File: config.mk
export PLATFORM = sky130hd
export DESIGN_NAME = spr_subsys
export DESIGN_NICKNAME = d
export VERILOG_FILES = /design/src/logic/spr_map_pkg.sv /design/src/logic/cpu_state_pkg.sv /design/src/logic/spr_access.sv /design/src/logic/sys_sprs.sv /design/src/logic/pic_sprs.sv /design/src/logic/tick_timer.sv /design/src/logic/spr_subsys.sv
export SDC_FILE = /design/constraint.sdc
export NUM_CORES = 1
export LEC_CHECK = 0
export BUFFER_PORTS_ARGS = -buffer_cell sky130_fd_sc_hd__buf_2
export CAP_MARGIN = 20
export CELL_PAD_IN_SITES_DETAIL_PLACEMENT = 1
export CELL_PAD_IN_SITES_GLOBAL_PLACEMENT = 1
export CORE_UTILIZATION = 35
export CTS_CLUSTER_SIZE = 30
export DETAILED_ROUTE_END_ITERATION = 10
export PLACE_DENSITY = 0.72
export SLEW_MARGIN = 20
export SYNTH_ARGS = -nofsm -noshare
export SYNTH_HDL_FRONTEND = slang
export SYNTH_SLANG_ARGS = --single-unit
File: constraint.sdc
create_clock -name clk -period 6.46 [get_ports clk]
set_input_delay 1.615 -clock clk [delete_from_list [all_inputs] [get_ports clk]]
set_output_delay 1.615 -clock clk [all_outputs]
set_load 0.005 [all_outputs]
File: src/logic/spr_map_pkg.sv
package spr_map_pkg;

	// Group number sits in address bits 15:11
	localparam int GRP_W = 5;
	localparam int IDX_W = 11;

	localparam logic [GRP_W-1:0] GRP_SYS = 5'd0;
	localparam logic [GRP_W-1:0] GRP_PIC = 5'd9;
	localparam logic [GRP_W-1:0] GRP_TT  = 5'd10;

	// System group
	localparam logic [IDX_W-1:0] SPR_VR   = 11'd0;
	localparam logic [IDX_W-1:0] SPR_SR   = 11'd17;
	localparam logic [IDX_W-1:0] SPR_EPCR = 11'd32;
	localparam logic [IDX_W-1:0] SPR_EEAR = 11'd48;
	localparam logic [IDX_W-1:0] SPR_ESR  = 11'd64;

	// PIC group
	localparam logic [IDX_W-1:0] SPR_PICMR = 11'd0;
	localparam logic [IDX_W-1:0] SPR_PICSR = 11'd2;

	// Tick-timer group
	localparam logic [IDX_W-1:0] SPR_TTMR = 11'd0;
	localparam logic [IDX_W-1:0] SPR_TTCR = 11'd1;

	// Version 0x12, revision 1
	localparam logic [31:0] VR_VALUE = 32'h1200_0001;

	// Write strobe, register index and data shared by all groups
	typedef struct packed {
		logic             we;
		logic [IDX_W-1:0] index;
		logic [31:0]      wdata;
	} spr_bus_t;

	// One bit per SPR group
	typedef logic [31:0] spr_cs_t;

endpackage

File: src/logic/cpu_state_pkg.sv
package cpu_state_pkg;

	// Supervision register bits, high to low
	typedef struct packed {
		logic FO;
		logic EPH;
		logic DSX;
		logic OVE;
		logic OV;
		logic CY;
		logic F;
		logic CE;
		logic LEE;
		logic IME;
		logic DME;
		logic ICE;
		logic DCE;
		logic IEE;
		logic TEE;
		logic SM;
	} sr_fields_t;

	typedef union packed {
		sr_fields_t  fld; // Named bits for updates
		logic [15:0] raw; // Whole word for mtspr and ESR
	} sr_word_u;

	localparam logic [15:0] SR_RESET = 16'h8001; // FO and SM set

	typedef enum logic [1:0] {
		NONE  = 2'd0,
		MTSPR = 2'd1,
		MFSPR = 2'd2
	} spr_op_e;

	typedef struct packed {
		logic        valid;
		spr_op_e     op;
		logic [31:0] addr;
		logic [31:0] data;
	} spr_req_t;

	typedef struct packed {
		logic        valid;
		logic        from_dbg;
		logic [31:0] data;
	} spr_rsp_t;

	// ALU flag and carry forwarding
	typedef struct packed {
		logic flag_we;
		logic flag;
		logic cy_we;
		logic cy;
	} alu_upd_t;

	typedef struct packed {
		logic        valid;
		logic [31:0] epc;
		logic [31:0] eear;
	} except_t;

endpackage

File: src/logic/spr_access.sv
`timescale 1ns/1ps

module spr_access (
	input  logic                    clk,
	input  logic                    rst,
	input  cpu_state_pkg::spr_req_t cpu_req_i,
	input  cpu_state_pkg::spr_req_t dbg_req_i,
	input  logic [31:0]             sys_rdata_i,
	input  logic [31:0]             pic_rdata_i,
	input  logic [31:0]             tt_rdata_i,
	output spr_map_pkg::spr_bus_t   bus_o,
	output spr_map_pkg::spr_cs_t    cs_o,
	output cpu_state_pkg::spr_rsp_t rsp_o
);

	cpu_state_pkg::spr_req_t req;
	logic [spr_map_pkg::GRP_W-1:0] grp;
	logic                          wr_req;
	logic                          rd_req;
	logic [31:0]                   rdata;
	logic                          rsp_valid_q;
	logic                          rsp_dbg_q;
	logic [31:0]                   rsp_data_q;

	// Debug unit wins, a colliding CPU request is dropped
	assign req = dbg_req_i.valid ? dbg_req_i : cpu_req_i;

	assign grp    = req.addr[15:11];
	assign wr_req = req.valid && (req.op == cpu_state_pkg::MTSPR);
	assign rd_req = req.valid && (req.op == cpu_state_pkg::MFSPR);

	assign bus_o.we    = wr_req;
	assign bus_o.index = req.addr[spr_map_pkg::IDX_W-1:0];
	assign bus_o.wdata = req.data;

	// One-hot group select, only while a request is live
	always_comb begin
		cs_o = '0;
		if (wr_req || rd_req)
			cs_o[grp] = 1'b1;
	end

	always_comb begin
		case (grp)
			spr_map_pkg::GRP_SYS: rdata = sys_rdata_i;
			spr_map_pkg::GRP_PIC: rdata = pic_rdata_i;
			spr_map_pkg::GRP_TT:  rdata = tt_rdata_i;
			default:              rdata = '0; // MMU, cache, MAC, PM, DU
		endcase
	end

	always_ff @(posedge clk or posedge rst) begin
		if (rst) begin
			rsp_valid_q <= 1'b0;
			rsp_dbg_q   <= 1'b0;
		end else begin
			rsp_valid_q <= rd_req;
			rsp_dbg_q   <= dbg_req_i.valid; // Tag the source of the read
		end
	end

	always_ff @(posedge clk) begin
		if (rd_req)
			rsp_data_q <= rdata;
	end

	assign rsp_o.valid    = rsp_valid_q;
	assign rsp_o.from_dbg = rsp_dbg_q;
	assign rsp_o.data     = rsp_data_q;

	// At most one group is ever addressed
	a_cs_onehot: assert property (@(posedge clk) disable iff (rst)
		$onehot0(cs_o));

	// A response only appears one cycle after a read request
	a_rsp_after_read: assert property (@(posedge clk) disable iff (rst)
		rsp_o.valid |-> $past(rd_req));

endmodule

File: src/logic/sys_sprs.sv
`timescale 1ns/1ps

module sys_sprs (
	input  logic                      clk,
	input  logic                      rst,
	input  spr_map_pkg::spr_bus_t     bus_i,
	input  logic                      sel_i,
	input  cpu_state_pkg::alu_upd_t   alu_i,
	input  cpu_state_pkg::except_t    except_i,
	input  logic                      rfe_i,
	output logic [31:0]               rdata_o,
	output cpu_state_pkg::sr_fields_t sr_o
);

	cpu_state_pkg::sr_word_u sr_q;
	cpu_state_pkg::sr_word_u sr_d;
	logic [15:0]             esr_q;
	logic [31:0]             epcr_q;
	logic [31:0]             eear_q;
	logic                    wr;
	logic                    sr_wr;
	logic                    epcr_wr;
	logic                    eear_wr;
	logic                    esr_wr;

	assign wr      = sel_i && bus_i.we;
	assign sr_wr   = wr && (bus_i.index == spr_map_pkg::SPR_SR);
	assign epcr_wr = wr && (bus_i.index == spr_map_pkg::SPR_EPCR);
	assign eear_wr = wr && (bus_i.index == spr_map_pkg::SPR_EEAR);
	assign esr_wr  = wr && (bus_i.index == spr_map_pkg::SPR_ESR);

	// Next SR: exception entry, then rfe, then ALU over software write
	always_comb begin
		sr_d = sr_q;
		if (except_i.valid) begin
			sr_d.fld.SM  = 1'b1; // Enter supervisor mode
			sr_d.fld.IEE = 1'b0;
			sr_d.fld.TEE = 1'b0;
			sr_d.fld.IME = 1'b0;
			sr_d.fld.DME = 1'b0;
		end else if (rfe_i) begin
			sr_d.raw = esr_q;
		end else begin
			if (sr_wr)
				sr_d.raw = bus_i.wdata[15:0];
			if (alu_i.flag_we)
				sr_d.fld.F = alu_i.flag;
			if (alu_i.cy_we)
				sr_d.fld.CY = alu_i.cy;
		end
		sr_d.fld.FO = 1'b1; // Hardwired one
	end

	always_ff @(posedge clk or posedge rst) begin
		if (rst) begin
			sr_q.raw <= cpu_state_pkg::SR_RESET;
			esr_q    <= cpu_state_pkg::SR_RESET;
		end else begin
			sr_q <= sr_d;
			if (except_i.valid)
				esr_q <= sr_q.raw; // Save SR as it was before entry
			else if (esr_wr)
				esr_q <= bus_i.wdata[15:0];
		end
	end

	always_ff @(posedge clk) begin
		if (except_i.valid) begin
			epcr_q <= except_i.epc;
			eear_q <= except_i.eear;
		end else begin
			if (epcr_wr)
				epcr_q <= bus_i.wdata;
			if (eear_wr)
				eear_q <= bus_i.wdata;
		end
	end

	always_comb begin
		rdata_o = '0;
		if (sel_i) begin
			case (bus_i.index)
				spr_map_pkg::SPR_VR:   rdata_o = spr_map_pkg::VR_VALUE;
				spr_map_pkg::SPR_SR:   rdata_o = {16'h0000, sr_q.raw};
				spr_map_pkg::SPR_EPCR: rdata_o = epcr_q;
				spr_map_pkg::SPR_EEAR: rdata_o = eear_q;
				spr_map_pkg::SPR_ESR:  rdata_o = {16'h0000, esr_q};
				default:               rdata_o = '0;
			endcase
		end
	end

	assign sr_o = sr_q.fld;

	// FO survives every update path, including rfe from a written ESR
	a_fo_set: assert property (@(posedge clk) disable iff (rst)
		sr_q.fld.FO);

endmodule

File: src/logic/pic_sprs.sv
`timescale 1ns/1ps

module pic_sprs (
	input  logic                  clk,
	input  logic                  rst,
	input  spr_map_pkg::spr_bus_t bus_i,
	input  logic                  sel_i,
	input  logic [31:0]           irq_i,
	input  logic                  iee_i,
	output logic [31:0]           rdata_o,
	output logic                  pic_int_o
);

	logic [31:0] picmr_q;
	logic [31:0] picsr_q;
	logic        picmr_wr;
	logic        picsr_wr;

	assign picmr_wr = sel_i && bus_i.we && (bus_i.index == spr_map_pkg::SPR_PICMR);
	assign picsr_wr = sel_i && bus_i.we && (bus_i.index == spr_map_pkg::SPR_PICSR);

	always_ff @(posedge clk or posedge rst) begin
		if (rst) begin
			picmr_q   <= '0;
			picsr_q   <= '0;
			pic_int_o <= 1'b0;
		end else begin
			if (picmr_wr)
				picmr_q <= bus_i.wdata;
			picsr_q   <= (picsr_wr ? bus_i.wdata : picsr_q) | irq_i; // Sticky until cleared
			pic_int_o <= iee_i && |(picsr_q & picmr_q);
		end
	end

	always_comb begin
		rdata_o = '0;
		if (sel_i) begin
			case (bus_i.index)
				spr_map_pkg::SPR_PICMR: rdata_o = picmr_q;
				spr_map_pkg::SPR_PICSR: rdata_o = picsr_q;
				default:                rdata_o = '0;
			endcase
		end
	end

endmodule

File: src/logic/tick_timer.sv
`timescale 1ns/1ps

module tick_timer (
	input  logic                  clk,
	input  logic                  rst,
	input  spr_map_pkg::spr_bus_t bus_i,
	input  logic                  sel_i,
	input  logic                  tee_i,
	output logic [31:0]           rdata_o,
	output logic                  tick_int_o
);

	logic [31:0] ttmr_q;
	logic [31:0] ttcr_q;
	logic [1:0]  mode;
	logic [31:0] period;
	logic        match;
	logic        ttmr_wr;
	logic        ttcr_wr;

	assign mode    = ttmr_q[31:30];
	assign period  = {4'h0, ttmr_q[27:0]};
	assign match   = (ttcr_q == period);
	assign ttmr_wr = sel_i && bus_i.we && (bus_i.index == spr_map_pkg::SPR_TTMR);
	assign ttcr_wr = sel_i && bus_i.we && (bus_i.index == spr_map_pkg::SPR_TTCR);

	always_ff @(posedge clk or posedge rst) begin
		if (rst) begin
			ttmr_q     <= '0;
			ttcr_q     <= '0;
			tick_int_o <= 1'b0;
		end else begin
			if (ttmr_wr)
				ttmr_q <= bus_i.wdata; // Software write also clears IP
			else if (match && (mode != 2'd0))
				ttmr_q[28] <= 1'b1;
			if (ttcr_wr)
				ttcr_q <= bus_i.wdata;
			else if (mode == 2'd1)
				ttcr_q <= match ? 32'd0 : ttcr_q + 32'd1; // Restart
			else if ((mode == 2'd2 && !match) || mode == 2'd3)
				ttcr_q <= ttcr_q + 32'd1; // One-shot stops on match
			tick_int_o <= ttmr_q[29] && ttmr_q[28] && tee_i;
		end
	end

	assign rdata_o = !sel_i ? 32'd0 :
		(bus_i.index == spr_map_pkg::SPR_TTMR) ? ttmr_q :
		(bus_i.index == spr_map_pkg::SPR_TTCR) ? ttcr_q : 32'd0;

	// Restart mode keeps the count inside the period once it is there
	a_restart_bound: assert property (@(posedge clk) disable iff (rst)
		(mode == 2'd1 && ttcr_q <= period && !ttmr_wr && !ttcr_wr) |=> ttcr_q <= period);

endmodule

File: src/logic/spr_subsys.sv
`timescale 1ns/1ps

module spr_subsys (
	input  logic                      clk,
	input  logic                      rst,
	input  cpu_state_pkg::spr_req_t   cpu_req_i,
	input  cpu_state_pkg::spr_req_t   dbg_req_i,
	input  cpu_state_pkg::alu_upd_t   alu_i,
	input  cpu_state_pkg::except_t    except_i,
	input  logic                      rfe_i,
	input  logic [31:0]               irq_i,
	output cpu_state_pkg::spr_rsp_t   rsp_o,
	output cpu_state_pkg::sr_fields_t sr_o,
	output logic                      pic_int_o,
	output logic                      tick_int_o
);

	spr_map_pkg::spr_bus_t spr_bus;
	spr_map_pkg::spr_cs_t  spr_cs;
	logic [31:0]           sys_rdata;
	logic [31:0]           pic_rdata;
	logic [31:0]           tt_rdata;

	spr_access u_access (
		.clk         (clk),
		.rst         (rst),
		.cpu_req_i   (cpu_req_i),
		.dbg_req_i   (dbg_req_i),
		.sys_rdata_i (sys_rdata),
		.pic_rdata_i (pic_rdata),
		.tt_rdata_i  (tt_rdata),
		.bus_o       (spr_bus),
		.cs_o        (spr_cs),
		.rsp_o       (rsp_o)
	);

	sys_sprs u_sys (
		.clk      (clk),
		.rst      (rst),
		.bus_i    (spr_bus),
		.sel_i    (spr_cs[spr_map_pkg::GRP_SYS]),
		.alu_i    (alu_i),
		.except_i (except_i),
		.rfe_i    (rfe_i),
		.rdata_o  (sys_rdata),
		.sr_o     (sr_o)
	);

	pic_sprs u_pic (
		.clk       (clk),
		.rst       (rst),
		.bus_i     (spr_bus),
		.sel_i     (spr_cs[spr_map_pkg::GRP_PIC]),
		.irq_i     (irq_i),
		.iee_i     (sr_o.IEE), // Global interrupt enable
		.rdata_o   (pic_rdata),
		.pic_int_o (pic_int_o)
	);

	tick_timer u_tt (
		.clk        (clk),
		.rst        (rst),
		.bus_i      (spr_bus),
		.sel_i      (spr_cs[spr_map_pkg::GRP_TT]),
		.tee_i      (sr_o.TEE), // Tick exception enable
		.rdata_o    (tt_rdata),
		.tick_int_o (tick_int_o)
	);

endmodule

* Yosys cells after proc, flatten, opt, wreduce, memory -nomap -nowiden
Index checks and enable logic that the tools add are counted.
Storage, ports and cells: bits of input ports 238, word-level logic and storage cells 106, bits in registers 259, output and inout port bits 52
Operators by class: magnitude comparators 2, muxes and demuxes 31, bitwise gates (word level) 3, add/sub/neg operators 1, eq/ne operators 14, reductions and logical operators 38
Operators by type and width (number):
- $mux W32 | 14
- $pmux W32 S5 | 1
- $pmux W32 S3 | 1
- $mux W67 | 1
- $pmux W32 S2 | 1
- $add A32 B1 Y32 const B | 1
- $and A32 B32 Y32 | 1
- $eq A32 B28 Y1 | 1
- $mux W16 | 2
- $or A32 B32 Y32 | 1
- $reduce_or A32 Y1 | 1
- $mux W15 | 2
- $eq A11 B6 Y1 const B | 2
- $logic_and A1 B1 Y1 | 19
- $reduce_bool A2 Y1 | 6
- $reduce_bool A3 Y1 | 4
- $eq A11 B1 Y1 const B | 1
- $eq A11 B2 Y1 const B | 1
- $eq A11 B5 Y1 const B | 1
- $eq A11 B7 Y1 const B | 1
- $logic_not A11 Y1 | 1
- $mux W11 | 1
- $eq A5 B4 Y1 const B | 2
- $eq A2 B2 Y1 const B | 3
- 12 further kinds | 20

* Depth between registers and ports, before layout
word-level depth 12, mapped depth 12, gate-level depth less buffers 8

* Cells and area by module
From an unflattened synthesis, not the netlist that was laid out.
Unflattened totals: cells, all modules 1551, area total of the unflattened synthesis 15964.1 um^2
Modules (own cells, without submodules):
- sys_sprs | area each 5193.7 um^2, seq. area each 2701.3 um^2, times used 1, cells each 538
- tick_timer | area each 4115.2 um^2, seq. area each 1626.6 um^2, times used 1, cells each 423
- pic_sprs | area each 3425.8 um^2, seq. area each 1626.6 um^2, times used 1, cells each 300
- spr_access | area each 3229.3 um^2, seq. area each 1011.0 um^2, times used 1, cells each 290

* Least setup slack after synthesis
No wires, ideal clock.
kind input to register, start input port dbg_req_i[66] in the netlist's numbering, end register u_access.rsp_data_q[14], data pin, arrival time 5.667 ns, setup time 0.163 ns, stages 10, path buffers 6, slack 0.630 ns, cells stage by stage buf_6 buf_6 buf_4 buf_2 o21ai_0 nor2_1 or2_2 clkbuf_1 clkbuf_1 o221ai_1
Between the ends: elaborated cells between the ends (all ways) 30
RTL lines:
- start: declaration | line spr_subsys.sv:7 | input cpu_state_pkg::spr_req_t dbg_req_i,
- $mux W67 * | line spr_access.sv:26 | assign req = dbg_req_i.valid ? dbg_req_i : cpu_req_i;
- $eq A2 B2 Y1 | line spr_access.sv:30 | assign rd_req = req.valid && (req.op == cpu_state_pkg::MFSPR);
- $logic_and A1 B1 Y1 * | line spr_access.sv:30
- via u_access.rd_req | line spr_access.sv:19 | logic rd_req;
- $logic_or A1 B1 Y1 * | line spr_access.sv:39 | if (wr_req || rd_req)
- $mux W11 * | line spr_access.sv:39
- $mux W32 (on tied branches) | line tick_timer.sv:47, sys_sprs.sv:81, pic_sprs.sv:37
- $pmux W32 S3 * | line spr_access.sv:44 | case (grp)
- via u_access.rdata[14] | line spr_access.sv:20 | logic [31:0] rdata;
- end signal: assignment | line spr_access.sv:64 | rsp_data_q <= rdata;
- end: declaration | line spr_access.sv:23 | logic [31:0] rsp_data_q;
Mark *: on every way through the listed nets, which the timed path passes. The rest lies on a longest branch. A chain may end at the register's enable or synchronous reset.

* Worst setup path in the final report
start input port dbg_req_i[66] in the netlist's numbering, end register u_sys.eear_q[11], enable pin
Between the ends: word-level cells in the longest chain between the ends 9, elaborated cells between the ends (all ways) 16
Ends and longest elaborated chain:
- $mux W67 * | line spr_access.sv:26
- $lt A5 B6 Y1 (implied by the code) or $ge A5 B1 Y1 (tied branches) | line spr_access.sv:40 | cs_o[grp] = 1'b1;
- $logic_and A1 B1 Y1 (implied by the code) | line spr_access.sv:40
- $mux W1 (implied by the code) | line spr_access.sv:40
- $demux W1 S5
- $mux W11 | line spr_access.sv:39
- $logic_and A1 B1 Y1 | line sys_sprs.sv:26 | assign wr = sel_i && bus_i.we;
- $logic_and A1 B1 Y1 * | line sys_sprs.sv:29 | assign eear_wr = wr && (bus_i.index == spr_map_pkg::SPR_EEAR);
- $reduce_bool A2 Y1 (no line) *
- end signal: assignment | line sys_sprs.sv:70 | eear_q <= except_i.eear;
- end signal: assignment | line sys_sprs.sv:75 | eear_q <= bus_i.wdata;
- end: declaration | line sys_sprs.sv:19 | logic [31:0] eear_q;
Every way passes the cells marked *; elsewhere a longest branch is shown, timed or not.

==> out/metrics.csv <==
metric,value,unit
worstSetupPathType,in -> reg,
setup_viol,0,
ys_seq_area_share,51.0,%
synth_async_sr_flop_share,62.9,%
hold_viol_final,0,
cts.sinks,259,
fin_nets,1828,
cp_common_cell,buf_4,
drt-total-wl,51.0,mm
core_area,38000,um2
drt_iter0_drc,977,
first_global_vias,12400,
drt-pass1-iter-count,7,
grt_overflow,0,
h-tree-depth,1,
post_synth.cell_area_avg,10.0,um2
die_h,200,um
synth_top_family_by_area,compound AO/OA/AOI/OAI gates,
detail-route-antenna-nets,0,
vias,12100,
cts_tree,yes,
track_usage,25.5,%
yosysUniqueCellTypes,71,
p_sw_share,25.0,%
p_seq_share,46.9,%
yosys.area.top_type,dfrtp_1,
synth_area,13700,um2
fin_util,43.2,%
place_congestion,0.850,
row_count,71,
clk_pin_slew,0.06,ns
fin_crit,4.30,ns
dpl_cell_area,15500,um2
start_kind,input pin,
outcome,finished clean,
cts_buffers,29,
required,6.64,ns
fmax,233,MHz
cp_slowest_cell,nor2_1,
numPortBuffers,256,
synth_edf_count,96,
period_share,66.5,%
ys_warn_count,0,
skew,0.0153,ns
diodes,0,
power.switching,0.978,mW
internal-power,2.93,mW
antenna_found_initial,0,
slew_violations,0,
synth_seq_cells,259,
finalWorstSetupSlack,2.16,ns
top_layer,met4,
slowest_delay,0.61,ns
dieArea,39800,um2
root_buffer,clkbuf_16,
die_w,200,um
synth_compound_area_share,21.6,%
ys.flop_type,dfrtp_1,
cp_cell_sequence,buf_4 > buf_4 > a31oi_1 > nor2_1 > nand2_1 > o21ai_4 > buf_4,
grt_max_degree,72,
r2r_slack,3.21,ns
clock_latency,0.55,ns
cts_setup_buffers,0,
synth-simple-area-share,13.3,%
power_leakage,6.93,nW
grt_pass1_wl,75.7,mm
wirelength_met1,21.6,mm
synthAdderAreaFrac,0.0916,%
syn_nets,1603,
whs,0.507,ns
grt_setup_unrepaired,no,
synth_cells,1364,
final_layout_size_suffix_gt1_share,24.0,%
pwr_density_cell,238,nW/um2
vdd_drop_max,0.000175,V
cts_resized,0,
pwr-share-clk,43.2,%
synth_top_area_share,29.3,%
min_path_type,reg -> reg,
max-slew-margin-rel,18.3,%
ios,290,
start_util,35.9,%
cp_max_fo,41,
avgRoutedWirePerCell,24.0,um
avgViaCountPerCell,5.70,
stdcell_area,16400,um2
synthTopCellsByArea,"dfrtp_1 (29%), edfxtp_1 (21%), a21oi_1 (4.2%)",
worst_ep_arrival_time,4.48,ns
cap_viol_max_count,0,
clock_path_buffers,3,
dr_wl_met2,24.2,mm
wl_met3,3.39,mm
drc,0,
setup_tns,0,ns
most-common-layout-cells,"buf_2 (255), dfrtp_1 (160), nand2_1 (134), a21oi_1 (113), edfxtp_1 (96)",
synthMuxAreaShare,5.46,%
critical_path.endpoint_type,flip-flop,
p_comb_share,10.0,%
area_delta_synth_final,20.3,%
tightest_slew,1.19,ns
holdBufCountCts,0,
pre_cts_ws,1.50,ns
dpl.hpwl,36.4,mm
synth-xor-area-share,2.95,%
final_common_cell,buf_2,
## flip-flops by register name (all words and copies together) (netlist names), 15 cells and up
signal / cells
u_sys.esr_q: 16
u_access.rsp_data_q: 32
u_tt.ttmr_q: 32
u_sys.epcr_q: 32
u_pic.picsr_q: 32
u_pic.picmr_q: 32
u_sys.sr_o: 15
u_sys.eear_q: 32
u_tt.ttcr_q: 32
## cell type report
class                           count  area (um2)
Fill cell                        4366       21600
Inverter                           76         290
Timing Repair Buffer              294        1580
Multi-Input combinational cell    929        6000
Clock inverter                     13         135
Sequential cell                   259        6970
Tap cell                          511         639
Clock buffer                       40         817
## worst max-delay path: cells and delay by family
family / cells / cell delay (ns)
AOI/OAI and AO/OA: 2 / 0.68
and+or+nand+nor: 2 / 0.81
buffers and inverters: 3 / 1.30
## worst paths after layout
| check | start | end | cells after the start |
|---|---|---|---|
| worst max-delay path | dbg_req_i[66] | u_sys.eear_q[11] | 7 |
| worst min-delay path | u_tt.ttmr_q[29] | u_tt.ttmr_q[29] | 2 |
| worst max register to register | u_tt.ttcr_q[27] | u_tt.ttcr_q[12] | 6 |
| worst min register to register | u_tt.ttmr_q[29] | u_tt.ttmr_q[29] | 2 |
| max in group asynchronous | rst | u_tt.ttmr_q[9] | 3 |
| min in group asynchronous | rst | u_tt.ttmr_q[5] | 2 |
## power by group through the flow
stage / clock (mW) / combinational, mW / sequential [mW]
2_1_floorplan: 0 / 0.187 / 1.85
3_3_place_gp: 0 / 0.383 / 1.86
3_5_place_dp: 0 / 0.394 / 1.86
4_1_cts: 1.70 / 0.396 / 1.83
5_1_grt: 1.76 / 0.428 / 1.84
6_report: 1.69 / 0.391 / 1.83
## synth_stat cells, types with 4 or more instances
master       n
buf_6        4
a221oi_1     6
nand4_1     19
xnor2_1     24
nor2b_1      4
o21ai_1     20
nor2_1      90
and2_1      34
o221ai_1    29
mux2_2      20
edfxtp_1    96
a22oi_1     46
buf_4       10
a2bb2oi_1    4
o21ai_0     89
clkbuf_1    54
a211o_1     32
nand3_1      7
nor4_1       7
and4_1       7
xor2_1      22
nor3_1      16
nand2_1    136
o22ai_1     20
dfrtp_1    160
a22o_1      37
a211oi_1     5
a222oi_1    14
a21oi_1    114
nor3b_1      5
and3_1      14
buf_2       30
mux2i_1     52
nor4b_1      4
inv_1       76
## cells by family (layout without fill, tap and decap cells)
group                    after synthesis  after routing
AO/OA/AOI/OAI                        441            441
XOR/XNOR                              46             46
adder cells (fa/ha/maj)                1              1
buffers and inverters                176            423
flip-flops                           259            259
multiplexers                          72             72
other                                  1              1
AND/OR/NAND/NOR                      368            368
## per-stage QoR
step	std cells	power, mW
finish	2122	3.91
CTS	2122	3.93
floorplan	1364	2.03
global placement	2069	2.24
global route	2122	4.03
detailed placement	2069	2.26
## layer usage
| layer | vias to the layer above | GRT usage (%) |
|---|---|---|
| li1 | 5439 | - |
| met1 | 6085 | 33.8 |
| met3 | 78 | 3.65 |
| met4 | 0 | 8.34 |
| met5 | - | 0 |
| met2 | 493 | 42.7 |
(Power assumes the default switching activity.)
